**config.mk**
```make
export PLATFORM = sky130hd
export DESIGN_NAME = boot_cpu_top
export DESIGN_NICKNAME = d
export VERILOG_FILES = /design/src/design/boot_cpu_pkg.sv /design/src/design/state_controller.sv /design/src/design/host_link.sv /design/src/design/program_loader.sv /design/src/design/program_ram.sv /design/src/design/accumulator_core.sv /design/src/design/boot_cpu_top.sv
export VERILOG_INCLUDE_DIRS = /design/src /design/src/include
export SDC_FILE = /design/constraint.sdc
export NUM_CORES = 2
export LEC_CHECK = 0
export BUFFER_PORTS_ARGS = -buffer_cell sky130_fd_sc_hd__buf_2
export CAP_MARGIN = 0
export CORE_AREA = 2 2 667 669
export DETAILED_ROUTE_END_ITERATION = 8
export DIE_AREA = 0 0 669 671
export MAX_ROUTING_LAYER = met4
export PLACE_DENSITY_LB_ADDON = 0.25
export SLEW_MARGIN = 20
export SYNTH_ARGS = -nofsm -noshare
export SYNTH_HDL_FRONTEND = slang
export SYNTH_HIERARCHICAL = 1
export SYNTH_SLANG_ARGS = --single-unit
```
**constraint.sdc**
```tcl
create_clock -name clk -period 6.56 [get_ports clk]
set_input_delay 0 -clock clk [delete_from_list [all_inputs] [get_ports clk]]
set_output_delay 0 -clock clk [all_outputs]
set_load 0.02 [all_outputs]
```
**src/include/boot_cpu_macros.svh**
```systemverilog
`ifndef BOOT_CPU_MACROS_SVH
`define BOOT_CPU_MACROS_SVH

// program RAM geometry.
`define BOOT_ADDR_WIDTH 8
`define BOOT_WORD_WIDTH 16

// host protocol bytes.
`define BOOT_SYNC_BYTE 8'h99
`define BOOT_DONE_BYTE 8'hAA

`endif

```
**src/design/boot_cpu_pkg.sv**
```systemverilog
`include "boot_cpu_macros.svh"

package boot_cpu_pkg;

    typedef enum logic [4:0] {
        INIT,
        TRANSMIT_SYNC,
        RECEIVE_SIZE,
        RECEIVE_PROGRAM,
        TRANSMIT_DONE,
        IF,
        IF_ID,
        ID,
        ID_EX,
        EX_MEM,
        MEM,
        MEM_WB,
        WB,
        WB_IF
    } ctrl_state_e;

    typedef enum logic [3:0] {
        NOP  = 4'h0,
        LDI  = 4'h1,
        ADDI = 4'h2,
        SUBI = 4'h3,
        LD   = 4'h4,
        ST   = 4'h5,
        IN   = 4'h6,
        OUT  = 4'h7,
        JMP  = 4'h8,
        JZ   = 4'h9
    } opcode_e;

    typedef struct packed {
        opcode_e                     op;
        logic [3:0]                  unused;
        logic [`BOOT_ADDR_WIDTH-1:0] operand; // immediate or address.
    } instr_t;

    ////////////////////
    // controller traffic
    ////////////////////

    typedef struct packed {
        logic transmit_sync;
        logic receive_size;
        logic receive_program;
        logic transmit_done;
        logic run;
    } boot_ctrl_t;

    typedef struct packed {
        logic sync_sent;
        logic size_received;
        logic program_received;
        logic done_sent;
    } boot_status_t;

    typedef struct packed {
        logic wb_if;
        logic if_id;
        logic id_ex;
        logic ex_mem;
        logic mem_wb;
        logic stdout_write;
        logic ram_write;
        logic reg_write;
        logic pipeline_reset_n;
    } stage_enables_t;

    typedef struct packed {
        logic                        en;
        logic [`BOOT_ADDR_WIDTH-1:0] addr;
        logic [`BOOT_WORD_WIDTH-1:0] data;
    } ram_write_t;

endpackage

```
**src/design/state_controller.sv**
```systemverilog
`timescale 1ns/1ps

module state_controller (
    input  logic                         clk,
    input  logic                         reset_n,
    input  logic                         stall,
    input  boot_cpu_pkg::boot_status_t   status,
    output boot_cpu_pkg::boot_ctrl_t     boot_ctrl,
    output boot_cpu_pkg::stage_enables_t enables
);

    boot_cpu_pkg::ctrl_state_e state;
    boot_cpu_pkg::ctrl_state_e state_next;

    always_ff @(posedge clk) begin
        if (!reset_n) begin
            state <= boot_cpu_pkg::INIT;
        end else begin
            state <= state_next;
        end
    end

    ////////////////////
    // next state
    ////////////////////

    always_comb begin
        state_next = state;
        case (state)
            boot_cpu_pkg::INIT: begin
                state_next = boot_cpu_pkg::TRANSMIT_SYNC;
            end
            boot_cpu_pkg::TRANSMIT_SYNC: begin
                if (status.sync_sent) begin
                    state_next = boot_cpu_pkg::RECEIVE_SIZE;
                end
            end
            boot_cpu_pkg::RECEIVE_SIZE: begin
                if (status.size_received) begin
                    state_next = boot_cpu_pkg::RECEIVE_PROGRAM;
                end
            end
            boot_cpu_pkg::RECEIVE_PROGRAM: begin
                if (status.program_received) begin
                    state_next = boot_cpu_pkg::TRANSMIT_DONE;
                end
            end
            boot_cpu_pkg::TRANSMIT_DONE: begin
                if (status.done_sent) begin
                    state_next = boot_cpu_pkg::IF;
                end
            end
            boot_cpu_pkg::IF:     state_next = boot_cpu_pkg::IF_ID;
            boot_cpu_pkg::IF_ID:  state_next = boot_cpu_pkg::ID;
            boot_cpu_pkg::ID:     state_next = boot_cpu_pkg::ID_EX;
            boot_cpu_pkg::ID_EX:  state_next = boot_cpu_pkg::EX_MEM;
            boot_cpu_pkg::EX_MEM: state_next = boot_cpu_pkg::MEM;
            boot_cpu_pkg::MEM: begin
                if (!stall) begin // wait for the last stdout byte.
                    state_next = boot_cpu_pkg::MEM_WB;
                end
            end
            boot_cpu_pkg::MEM_WB: state_next = boot_cpu_pkg::WB;
            boot_cpu_pkg::WB:     state_next = boot_cpu_pkg::WB_IF;
            boot_cpu_pkg::WB_IF:  state_next = boot_cpu_pkg::IF;
            default:              state_next = boot_cpu_pkg::INIT;
        endcase
    end

    ////////////////////
    // output decode
    ////////////////////

    always_comb begin
        boot_ctrl = '0;
        enables   = '0;
        boot_ctrl.run = state inside {[boot_cpu_pkg::IF:boot_cpu_pkg::WB_IF]};
        enables.pipeline_reset_n = boot_ctrl.run; // pipeline held clear while booting.
        case (state)
            boot_cpu_pkg::TRANSMIT_SYNC:   boot_ctrl.transmit_sync = 1'b1;
            boot_cpu_pkg::RECEIVE_SIZE:    boot_ctrl.receive_size = 1'b1;
            boot_cpu_pkg::RECEIVE_PROGRAM: boot_ctrl.receive_program = 1'b1;
            boot_cpu_pkg::TRANSMIT_DONE:   boot_ctrl.transmit_done = 1'b1;
            boot_cpu_pkg::IF_ID:           enables.if_id = 1'b1;
            boot_cpu_pkg::ID_EX:           enables.id_ex = 1'b1;
            boot_cpu_pkg::EX_MEM:          enables.ex_mem = 1'b1;
            boot_cpu_pkg::MEM: begin
                // only on the leaving cycle.
                enables.stdout_write = !stall;
                enables.ram_write    = !stall;
            end
            boot_cpu_pkg::MEM_WB:          enables.mem_wb = 1'b1;
            boot_cpu_pkg::WB:              enables.reg_write = 1'b1;
            boot_cpu_pkg::WB_IF:           enables.wb_if = 1'b1;
            default: begin
            end
        endcase
    end

endmodule

```
**src/design/host_link.sv**
```systemverilog
`timescale 1ns/1ps
`include "boot_cpu_macros.svh"

module host_link (
    input  logic                     clk,
    input  logic                     reset_n,
    input  boot_cpu_pkg::boot_ctrl_t boot_ctrl,
    input  logic                     stdout_write,
    input  logic [7:0]               stdout_byte,
    input  logic                     rx_valid,
    input  logic [7:0]               rx_data,
    input  logic                     tx_ready,
    output logic                     tx_valid,
    output logic [7:0]               tx_data,
    output logic [7:0]               stdin_byte,
    output logic                     sync_sent,
    output logic                     done_sent,
    output logic                     stall
);

    logic       pending;
    logic [7:0] stdout_reg;
    logic       taken;

    assign tx_valid = boot_ctrl.transmit_sync || boot_ctrl.transmit_done
                      || (boot_ctrl.run && pending);
    assign tx_data  = boot_ctrl.transmit_sync ? `BOOT_SYNC_BYTE :
                      boot_ctrl.transmit_done ? `BOOT_DONE_BYTE : stdout_reg;

    assign taken     = tx_valid && tx_ready;
    assign sync_sent = taken && boot_ctrl.transmit_sync;
    assign done_sent = taken && boot_ctrl.transmit_done;
    assign stall     = pending;

    always_ff @(posedge clk) begin
        if (!reset_n) begin
            stdin_byte <= '0;
            pending    <= 1'b0;
        end else begin
            if (boot_ctrl.run && rx_valid) begin
                stdin_byte <= rx_data; // newest byte wins.
            end
            if (stdout_write) begin
                pending <= 1'b1;
            end else if (boot_ctrl.run && taken) begin
                pending <= 1'b0;
            end
        end
    end

    always_ff @(posedge clk) begin
        if (stdout_write) begin
            stdout_reg <= stdout_byte;
        end
    end

endmodule

```
**src/design/program_loader.sv**
```systemverilog
`timescale 1ns/1ps
`include "boot_cpu_macros.svh"

module program_loader (
    input  logic                     clk,
    input  logic                     reset_n,
    input  boot_cpu_pkg::boot_ctrl_t boot_ctrl,
    input  logic                     rx_valid,
    input  logic [7:0]               rx_data,
    output boot_cpu_pkg::ram_write_t ram_write,
    output logic                     size_received,
    output logic                     program_received
);

    logic                        size_half;
    logic [7:0]                  size_low;
    logic [15:0]                 size_word;
    logic [`BOOT_ADDR_WIDTH-1:0] last_addr;
    logic [`BOOT_ADDR_WIDTH-1:0] last_addr_next;
    logic                        word_half;
    logic [7:0]                  high_byte;
    logic [`BOOT_ADDR_WIDTH-1:0] write_addr;
    logic                        word_done;

    // size arrives low byte first; clamp to 1..256 words.
    assign size_word      = {rx_data, size_low};
    assign last_addr_next = (size_word > 16'd256) ? '1 :
                            (size_word == 16'd0)  ? '0 :
                            `BOOT_ADDR_WIDTH'(size_word - 16'd1);

    assign size_received    = boot_ctrl.receive_size && rx_valid && size_half;
    assign word_done        = boot_ctrl.receive_program && rx_valid && word_half;
    assign program_received = word_done && (write_addr == last_addr);

    always_comb begin
        ram_write = '0;
        if (word_done) begin
            ram_write.en   = 1'b1;
            ram_write.addr = write_addr;
            ram_write.data = {high_byte, rx_data}; // high byte came first.
        end
    end

    always_ff @(posedge clk) begin
        if (!reset_n) begin
            size_half  <= 1'b0;
            last_addr  <= '0;
            word_half  <= 1'b0;
            write_addr <= '0;
        end else begin
            if (boot_ctrl.receive_size && rx_valid) begin
                size_half <= !size_half;
                if (size_half) begin
                    last_addr <= last_addr_next;
                end
            end
            if (boot_ctrl.receive_program && rx_valid) begin
                word_half <= !word_half;
                if (word_half) begin
                    write_addr <= write_addr + 1'b1;
                end
            end
        end
    end

    always_ff @(posedge clk) begin
        if (boot_ctrl.receive_size && rx_valid && !size_half) begin
            size_low <= rx_data;
        end
        if (boot_ctrl.receive_program && rx_valid && !word_half) begin
            high_byte <= rx_data;
        end
    end

endmodule

```
**src/design/program_ram.sv**
```systemverilog
`timescale 1ns/1ps
`include "boot_cpu_macros.svh"

module program_ram (
    input  logic                        clk,
    input  boot_cpu_pkg::ram_write_t    ram_write,
    input  logic [`BOOT_ADDR_WIDTH-1:0] fetch_addr,
    input  logic [`BOOT_ADDR_WIDTH-1:0] data_addr,
    output logic [`BOOT_WORD_WIDTH-1:0] fetch_word,
    output logic [`BOOT_WORD_WIDTH-1:0] data_word
);

    logic [`BOOT_WORD_WIDTH-1:0] mem [0:(1 << `BOOT_ADDR_WIDTH)-1];

    always_ff @(posedge clk) begin
        if (ram_write.en) begin
            mem[ram_write.addr] <= ram_write.data;
        end
    end

    // both read ports are asynchronous.
    assign fetch_word = mem[fetch_addr];
    assign data_word  = mem[data_addr];

endmodule

```
**src/design/accumulator_core.sv**
```systemverilog
`timescale 1ns/1ps
`include "boot_cpu_macros.svh"

module accumulator_core (
    input  logic                         clk,
    input  logic                         reset_n,
    input  boot_cpu_pkg::stage_enables_t enables,
    input  logic [7:0]                   stdin_byte,
    output logic [`BOOT_ADDR_WIDTH-1:0]  fetch_addr,
    input  logic [`BOOT_WORD_WIDTH-1:0]  fetch_word,
    output logic [`BOOT_ADDR_WIDTH-1:0]  data_addr,
    input  logic [`BOOT_WORD_WIDTH-1:0]  data_word,
    output boot_cpu_pkg::ram_write_t     ram_write,
    output logic                         stdout_write,
    output logic [7:0]                   stdout_byte
);

    typedef struct packed {
        boot_cpu_pkg::opcode_e       op;
        logic [7:0]                  value;
        logic [`BOOT_ADDR_WIDTH-1:0] addr;  // store address or branch target.
        logic                        taken;
    } stage_t;

    logic                        clear;
    logic [`BOOT_ADDR_WIDTH-1:0] pc;
    logic [7:0]                  acc;
    boot_cpu_pkg::instr_t        if_id;
    boot_cpu_pkg::instr_t        id_ex;
    stage_t                      ex_result;
    stage_t                      ex_mem;
    stage_t                      mem_wb;
    logic                        writes_acc;

    assign clear      = !reset_n || !enables.pipeline_reset_n;
    assign fetch_addr = pc;
    assign data_addr  = id_ex.operand; // LD reads during EX.

    ////////////////////
    // EX
    ////////////////////

    always_comb begin
        ex_result.op    = id_ex.op;
        ex_result.value = acc;
        ex_result.addr  = id_ex.operand;
        ex_result.taken = 1'b0;
        case (id_ex.op)
            boot_cpu_pkg::LDI:  ex_result.value = id_ex.operand;
            boot_cpu_pkg::ADDI: ex_result.value = acc + id_ex.operand;
            boot_cpu_pkg::SUBI: ex_result.value = acc - id_ex.operand;
            boot_cpu_pkg::LD:   ex_result.value = data_word[7:0];
            boot_cpu_pkg::IN:   ex_result.value = stdin_byte;
            boot_cpu_pkg::JMP:  ex_result.taken = 1'b1;
            boot_cpu_pkg::JZ:   ex_result.taken = (acc == 8'd0);
            default: begin
            end
        endcase
    end

    ////////////////////
    // MEM and WB
    ////////////////////

    always_comb begin
        ram_write = '0;
        if (enables.ram_write && ex_mem.op == boot_cpu_pkg::ST) begin
            ram_write.en   = 1'b1;
            ram_write.addr = ex_mem.addr;
            ram_write.data = `BOOT_WORD_WIDTH'(ex_mem.value);
        end
    end

    assign stdout_write = enables.stdout_write && (ex_mem.op == boot_cpu_pkg::OUT);
    assign stdout_byte  = ex_mem.value;

    assign writes_acc = mem_wb.op inside {boot_cpu_pkg::LDI, boot_cpu_pkg::ADDI,
                                          boot_cpu_pkg::SUBI, boot_cpu_pkg::LD,
                                          boot_cpu_pkg::IN};

    always_ff @(posedge clk) begin
        if (clear) begin
            pc     <= '0;
            acc    <= '0;
            if_id  <= '0;
            id_ex  <= '0;
            ex_mem <= '0;
            mem_wb <= '0;
        end else begin
            if (enables.if_id) begin
                if_id <= boot_cpu_pkg::instr_t'(fetch_word);
            end
            if (enables.id_ex) begin
                id_ex <= if_id;
            end
            if (enables.ex_mem) begin
                ex_mem <= ex_result;
            end
            if (enables.mem_wb) begin
                mem_wb <= ex_mem;
            end
            if (enables.reg_write && writes_acc) begin
                acc <= mem_wb.value;
            end
            if (enables.wb_if) begin
                pc <= mem_wb.taken ? mem_wb.addr : pc + 1'b1; // redirect or step.
            end
        end
    end

endmodule

```
**src/design/boot_cpu_top.sv**
```systemverilog
`timescale 1ns/1ps
`include "boot_cpu_macros.svh"

module boot_cpu_top (
    input  logic       clk,
    input  logic       reset_n,
    input  logic       rx_valid,
    input  logic [7:0] rx_data,
    input  logic       tx_ready,
    output logic       tx_valid,
    output logic [7:0] tx_data
);

    boot_cpu_pkg::boot_ctrl_t     boot_ctrl;
    boot_cpu_pkg::boot_status_t   status;
    boot_cpu_pkg::stage_enables_t enables;
    boot_cpu_pkg::ram_write_t     loader_write;
    boot_cpu_pkg::ram_write_t     core_write;
    boot_cpu_pkg::ram_write_t     ram_write;
    logic                         stall;
    logic                         stdout_write;
    logic [7:0]                   stdout_byte;
    logic [7:0]                   stdin_byte;
    logic [`BOOT_ADDR_WIDTH-1:0]  fetch_addr;
    logic [`BOOT_ADDR_WIDTH-1:0]  data_addr;
    logic [`BOOT_WORD_WIDTH-1:0]  fetch_word;
    logic [`BOOT_WORD_WIDTH-1:0]  data_word;

    // loader and core never write in the same phase.
    assign ram_write = boot_cpu_pkg::ram_write_t'(loader_write | core_write);

    state_controller state_controller_inst (
        .clk       (clk),
        .reset_n   (reset_n),
        .stall     (stall),
        .status    (status),
        .boot_ctrl (boot_ctrl),
        .enables   (enables)
    );

    host_link host_link_inst (
        .clk          (clk),
        .reset_n      (reset_n),
        .boot_ctrl    (boot_ctrl),
        .stdout_write (stdout_write),
        .stdout_byte  (stdout_byte),
        .rx_valid     (rx_valid),
        .rx_data      (rx_data),
        .tx_ready     (tx_ready),
        .tx_valid     (tx_valid),
        .tx_data      (tx_data),
        .stdin_byte   (stdin_byte),
        .sync_sent    (status.sync_sent),
        .done_sent    (status.done_sent),
        .stall        (stall)
    );

    program_loader program_loader_inst (
        .clk              (clk),
        .reset_n          (reset_n),
        .boot_ctrl        (boot_ctrl),
        .rx_valid         (rx_valid),
        .rx_data          (rx_data),
        .ram_write        (loader_write),
        .size_received    (status.size_received),
        .program_received (status.program_received)
    );

    program_ram program_ram_inst (
        .clk        (clk),
        .ram_write  (ram_write),
        .fetch_addr (fetch_addr),
        .data_addr  (data_addr),
        .fetch_word (fetch_word),
        .data_word  (data_word)
    );

    accumulator_core accumulator_core_inst (
        .clk          (clk),
        .reset_n      (reset_n),
        .enables      (enables),
        .stdin_byte   (stdin_byte),
        .fetch_addr   (fetch_addr),
        .fetch_word   (fetch_word),
        .data_addr    (data_addr),
        .data_word    (data_word),
        .ram_write    (core_write),
        .stdout_write (stdout_write),
        .stdout_byte  (stdout_byte)
    );

endmodule

```
* After elaboration in Yosys (flattened, before gate mapping)
Memories as Yosys holds them, arrays and structs flattened. A register that Yosys moved wholly into a read port is not among the register bits.
Cells that the tools add are included.
Widths: inputs -> output; s select.
** Operators by class
- Mux-type cells :: 32
- Reduce and logical (&&, ||, !) cells :: 33
- Eq/ne operators :: 33
- Add/sub/neg operators :: 5
- Bitwise logic cells :: 1
- Order comparisons :: 3
** Operator list (count)
- $pmux 5 s14 :: 1
- $mux 8 :: 7
- $mux 25 :: 2
- $pmux 8 s5 :: 1
- $eq 5x4->1 const B :: 6
- $mux 5 :: 5
- $or 25x25->25 :: 1
- $eq 4x3->1 const B :: 6
- $eq 5x3->1 const B :: 4
- $logic_and 1x1->1 :: 17
- $add 8x1->8 const B :: 2
- $eq 4x2->1 const B :: 4
- $gt 16x9->1 const B :: 1
- $logic_not 16->1 :: 1
- $mux 1 :: 14
- $eq 5x2->1 const B :: 2
- $add 8x8->8 :: 1
- $eq 4x1->1 const B :: 2
- $eq 4x4->1 const B :: 2
- $eq 8x8->1 :: 1
- $logic_not 8->1 :: 1
- $ne 2x1->1 const B :: 4
- $sub 8x1->8 const B :: 1
- $sub 8x8->8 :: 1
- 13 further kinds :: 20
** Storage, ports and cells
- Output and inout port bits :: 9
- Word-level logic and storage cells :: 130
- Input port bits :: 12
- Memories kept :: 1
- Register bits after elaboration :: 126
- Memory bits (writable) :: 4096
** Memories
- program_ram_inst.mem :: words 256, bits a word 16, read ports 2, clocked after Yosys merged registers in 2, write ports 1, RTL line program_ram.sv:13 : logic [`BOOT_WORD_WIDTH-1:0] mem [0:(1 << `BOOT_ADDR_WIDTH)-1];

* Longest topological paths before layout
- Depth after elaboration :: 8
- Gate-level depth with buffers :: 19
- Depth with buffers taken out :: 13

* Cells and area by module
The synthesis kept the hierarchy.
** By module, submodules not included
- program_ram :: area each 190945.6 um2, sequential area each 122998.0 um2, instances 1, cells each 10103
- accumulator_core :: area each 4346.7 um2, sequential area each 1641.6 um2, instances 1, cells each 495
- program_loader :: area each 1731.7 um2, sequential area each 840.8 um2, instances 1, cells each 168
- host_link :: area each 723.2 um2, sequential area each 420.4 um2, instances 1, cells each 66
- state_controller :: area each 405.4 um2, sequential area each 80.1 um2, instances 1, cells each 55
- boot_cpu_top :: area each 156.4 um2, sequential area each 0.0 um2, instances 1, cells each 25

* Worst setup path before layout
No wires, ideal clock.
- Path type :: flip-flop to flip-flop
- Start :: reg state_controller_inst.state[2]
- End :: mem program_ram_inst/mem[0][7] in the netlist's numbering (data pin)
- Data arrival time :: 4.764 ns
- Period minus slack after synthesis :: 5.604 ns
- Stages on the path, launching flop included :: 8
- Setup slack :: 0.956 ns
- Setup time :: 0.841 ns
- Cells stage by stage :: dfxtp_1 -> clkbuf_1 -> nand2b_1 -> nor3_1 -> nor4b_2 -> buf_2 -> and2_1 -> or2_1
** RTL lines
- start, declared :: RTL line state_controller.sv:12 : boot_cpu_pkg::ctrl_state_e state;
- start signal, assigned :: RTL line state_controller.sv:17 : state <= boot_cpu_pkg::INIT;
- start signal, assigned :: RTL line state_controller.sv:19 : state <= state_next;
- end, declared :: RTL line program_ram.sv:13

* Final worst setup path
- Start :: reg accumulator_core_inst.id_ex (netlist bit accumulator_core_inst/data_addr[1])
- End :: reg accumulator_core_inst.ex_mem (netlist bit accumulator_core_inst/stdout_byte[3])
** Between the ends
- Longest elaborated chain between the ends :: 2
- Elaborated cells on any way between the ends :: 3
** RTL lines
- start, declared :: RTL line accumulator_core.sv:29 : boot_cpu_pkg::instr_t id_ex;
- start signal, assigned :: RTL line accumulator_core.sv:94 : id_ex <= if_id;
- $sub 8x8->8 / $add 8x8->8 (equally long branches) :: RTL line accumulator_core.sv:51, accumulator_core.sv:50
- $pmux 8 s5 (*) :: RTL line accumulator_core.sv:48 : case (id_ex.op)
- end signal, assigned :: RTL line accumulator_core.sv:97 : ex_mem <= ex_result;
- end, declared :: RTL line accumulator_core.sv:31 : stage_t ex_mem;
Mark *: on every way between the ends. The rest lies on a longest branch, timed or not.
A chain may end at the register's enable or synchronous reset.

==> flow_summary_export.csv <==
group,metric,value,unit
timing,max_slew_margin,0.160,
finish,largest-register,"program_ram_inst/mem",
route,drt-met1-wl,195000,um
global_route,grt_usage,0.214,
floorplanning,initial_core_util,0.327,
pwr,power_density,260,nW/um^2
clock_tree,clkSinkCount,3205,
pwr,fin_total_pwr,42.5,mW
route,routed.top_layer,"met4",
pwr,power_switching,8.76,mW
critical_path,crit_family,"simple AND/OR/NAND/NOR gates",
job,maxCapViolCount,0,
route,dr_wl_met3,43200,um
timing,slew_violations,0,
timing,worstMarginPinSlew,1250,ps
clock_tree,cts_buffers,352,
route,drc,0,
synthesis,ys_warn_count,6,
critical_path,critPathMostFrequentCell,"o22ai_1",
clock_tree,post_cts_buffers,0,
finish,fin_util,0.371,
route,drt_first_pass_iters,6,
finish,drive_above_1_share,0.269,
timing,rsz0062_at_grt,"false",
floorplanning,placeableCoreArea,441000,sq um
global_route,antenna_found_initial,23,
timing,finalSetupViolations,0,
timing,hold_viol_final,0,
timing,fin_crit_sh,0.908,
critical_path,crit_chain,"nand2_4 > buf_4 > o221ai_1 > o22ai_1 > o211ai_1 > nand4_1 > nor4_2 > and3_1 > inv_1 > a21oi_1 > o22ai_1 > o211a_1 > o21ai_1",
critical_path,crit_fanout,46,
critical_path,cp.required,7410,ps
route,wl,477000,um
synthesis,postSynthAreaPerCell,17.9,sq um
floorplanning,num_rows,244,
clock_tree,clk_pin_slew,60,ps
pwr,p_leak,52.7,nW
pwr,pwr-share-comb,0.009,
clock_tree,tritoncts,"done",
critical_path,endpoint_kind,"register",
pwr,seqPwrFrac,0.524,
synthesis,synthCells,8065,
timing,tns,0,ps
route,num_vias,82600,
route,wl_per_cell,33.4,um
route,drt-initial-drc-count,10500,
critical_path,arrival,6800,ps
finish,multi_input_area,44100,sq um
clock_tree,root_buffer,"clkbuf_16",
critical_path,critPathKind,"register to register",
global_route,grt_pass1_wl,661000,um
timing,clock.fmax,0.168,GHz
place,hpwl,312000,um
pwr,p_clk_frac,0.466,
timing,finalCriticalPeriod,5950,ps
finish,reg_top3,"program_ram_inst/mem: 3072 flops, accumulator_core_inst/mem_wb: 21 flops, accumulator_core_inst/ex_mem: 13 flops",
place,place.port_buffers,20,
run_status,outcome,"finished, final reports clean",
critical_path,worst-path-buf-inv,2,
timing,fin_skew,69.0,ps
min_path,hold_class,"primary input to register",
clock_tree,max-clock-path-buffers,4,
floorplanning,die_w,669,um
route,wl_met2,218000,um
route,drtAntennaViolNets,0,
pwr,switching_share,0.206,
route,viasPerCell,5.77,
timing,layout_setup_ws,605,ps
floorplanning,dieArea,449000,sq um
clock_tree,htree_levels,5,
finish,seqCellArea,95100,sq um
global_route,grt_remaining_overflow,0,
critical_path,slowest_delay,1000,ps
place,gp_congestion,0.973,
clock_tree,insertion_delay,990,ps
floorplanning,die_h,671,um
floorplanning,ioPinCount,21,
place,dpl_worst_slack,898,ps
finish,num-fill-cells,40400,
synthesis,synthesis.area,144000,sq um
critical_path,cpMaxStageDelayCell,"dfxtp_4",
pwr,intPower,33.7,mW
finish,nets,8124,
global_route,grt_pass1_vias,81900,
finish,area_growth,13.4,%
critical_path,start_kind,"register",
pwr,peakVddDrop,0.200,mV
global_route,grt_max_degree,161,
finish,largest_reg_flops,3072,
## per-layer routing
layer  up-vias  global-route usage
li1      33400                   -
met1     44300               0.287
met2      4081               0.319
met3       754              0.0435
met4         0              0.0836
met5         -                   -
## placed cells by master (no fill, tap or decap), drive strengths merged, types with 20 or more instances in the layout
master / n
bufinv: 32
inv: 42
nand4: 39
clkinv: 156
o221ai: 258
nand3: 64
mux4: 1056
edfxtp: 3092
a221oi: 41
a22o: 41
a22oi: 82
o21ai: 79
nand2b: 21
dlygate4sd3: 26
nor2: 428
xnor2: 21
clkbuf: 429
and2: 51
a21oi: 178
nor3: 140
a211oi: 21
o211ai: 37
buf: 575
mux2i: 700
dfxtp: 113
nor4: 29
nand2: 199
a2111oi: 23
or2: 26
a211o: 20
o22ai: 187
## cell type report
class,count,area share
clock buffers,429,0.0566
inverters,31,0.000781
clock inverters,211,0.0132
flip-flops and latches,3205,0.582
multi-input cells,3908,0.270
diodes,12,0.000184
repair buffers,601,0.0325
well taps,5904,0.0452
## repair_timing
| item | in CTS | in global routing |
|---|---|---|
| endpoints found under the hold margin | 63 | 0 |
| resized for setup | 0 | 0 |
| hold buffers | 26 | 0 |
## metrics by stage
step | hold WS [ps] | cells | instance area, sq um
after floorplan | 98.9 | 8068 | 144000
after global placement | 241 | 13600 | 152000
after global routing | 146 | 14300 | 163000
after detailed placement | 257 | 13600 | 152000
after CTS | 62.3 | 14300 | 163000
final | 122 | 14300 | 163000
## worst register-to-register path, delay by kind of cell, from the launching register on
family	cells	cell delay, ps
AOI/OAI and AO/OA	7	2020
and+or+nand+nor	4	2260
buffers and inverters	2	590
DFF	1	1000
## worst paths after layout
kind                            slack, ps                               start                              endpoint  depth (start not counted)
worst max-delay path                  610  accumulator_core_inst/data_addr[1]  accumulator_core_inst/stdout_byte[3]                         13
worst min-delay path                  120                          rx_data[0]      program_loader_inst/last_addr[1]                          4
worst max register to register        610  accumulator_core_inst/data_addr[1]  accumulator_core_inst/stdout_byte[3]                         13
worst min register to register        480    accumulator_core_inst/mem_wb[20]      accumulator_core_inst/mem_wb[20]                          2
## power groups by stage
stage	registers, mW	logic, mW	clock network (mW)
3_3_place_gp	22.7	0.359	0
5_1_grt	22.3	0.413	20.9
4_1_cts	22.3	0.385	20.2
2_1_floorplan	22.7	0.248	0
6_report	22.3	0.384	19.8
3_5_place_dp	22.7	0.372	0
(Power assumes the default switching activity.)
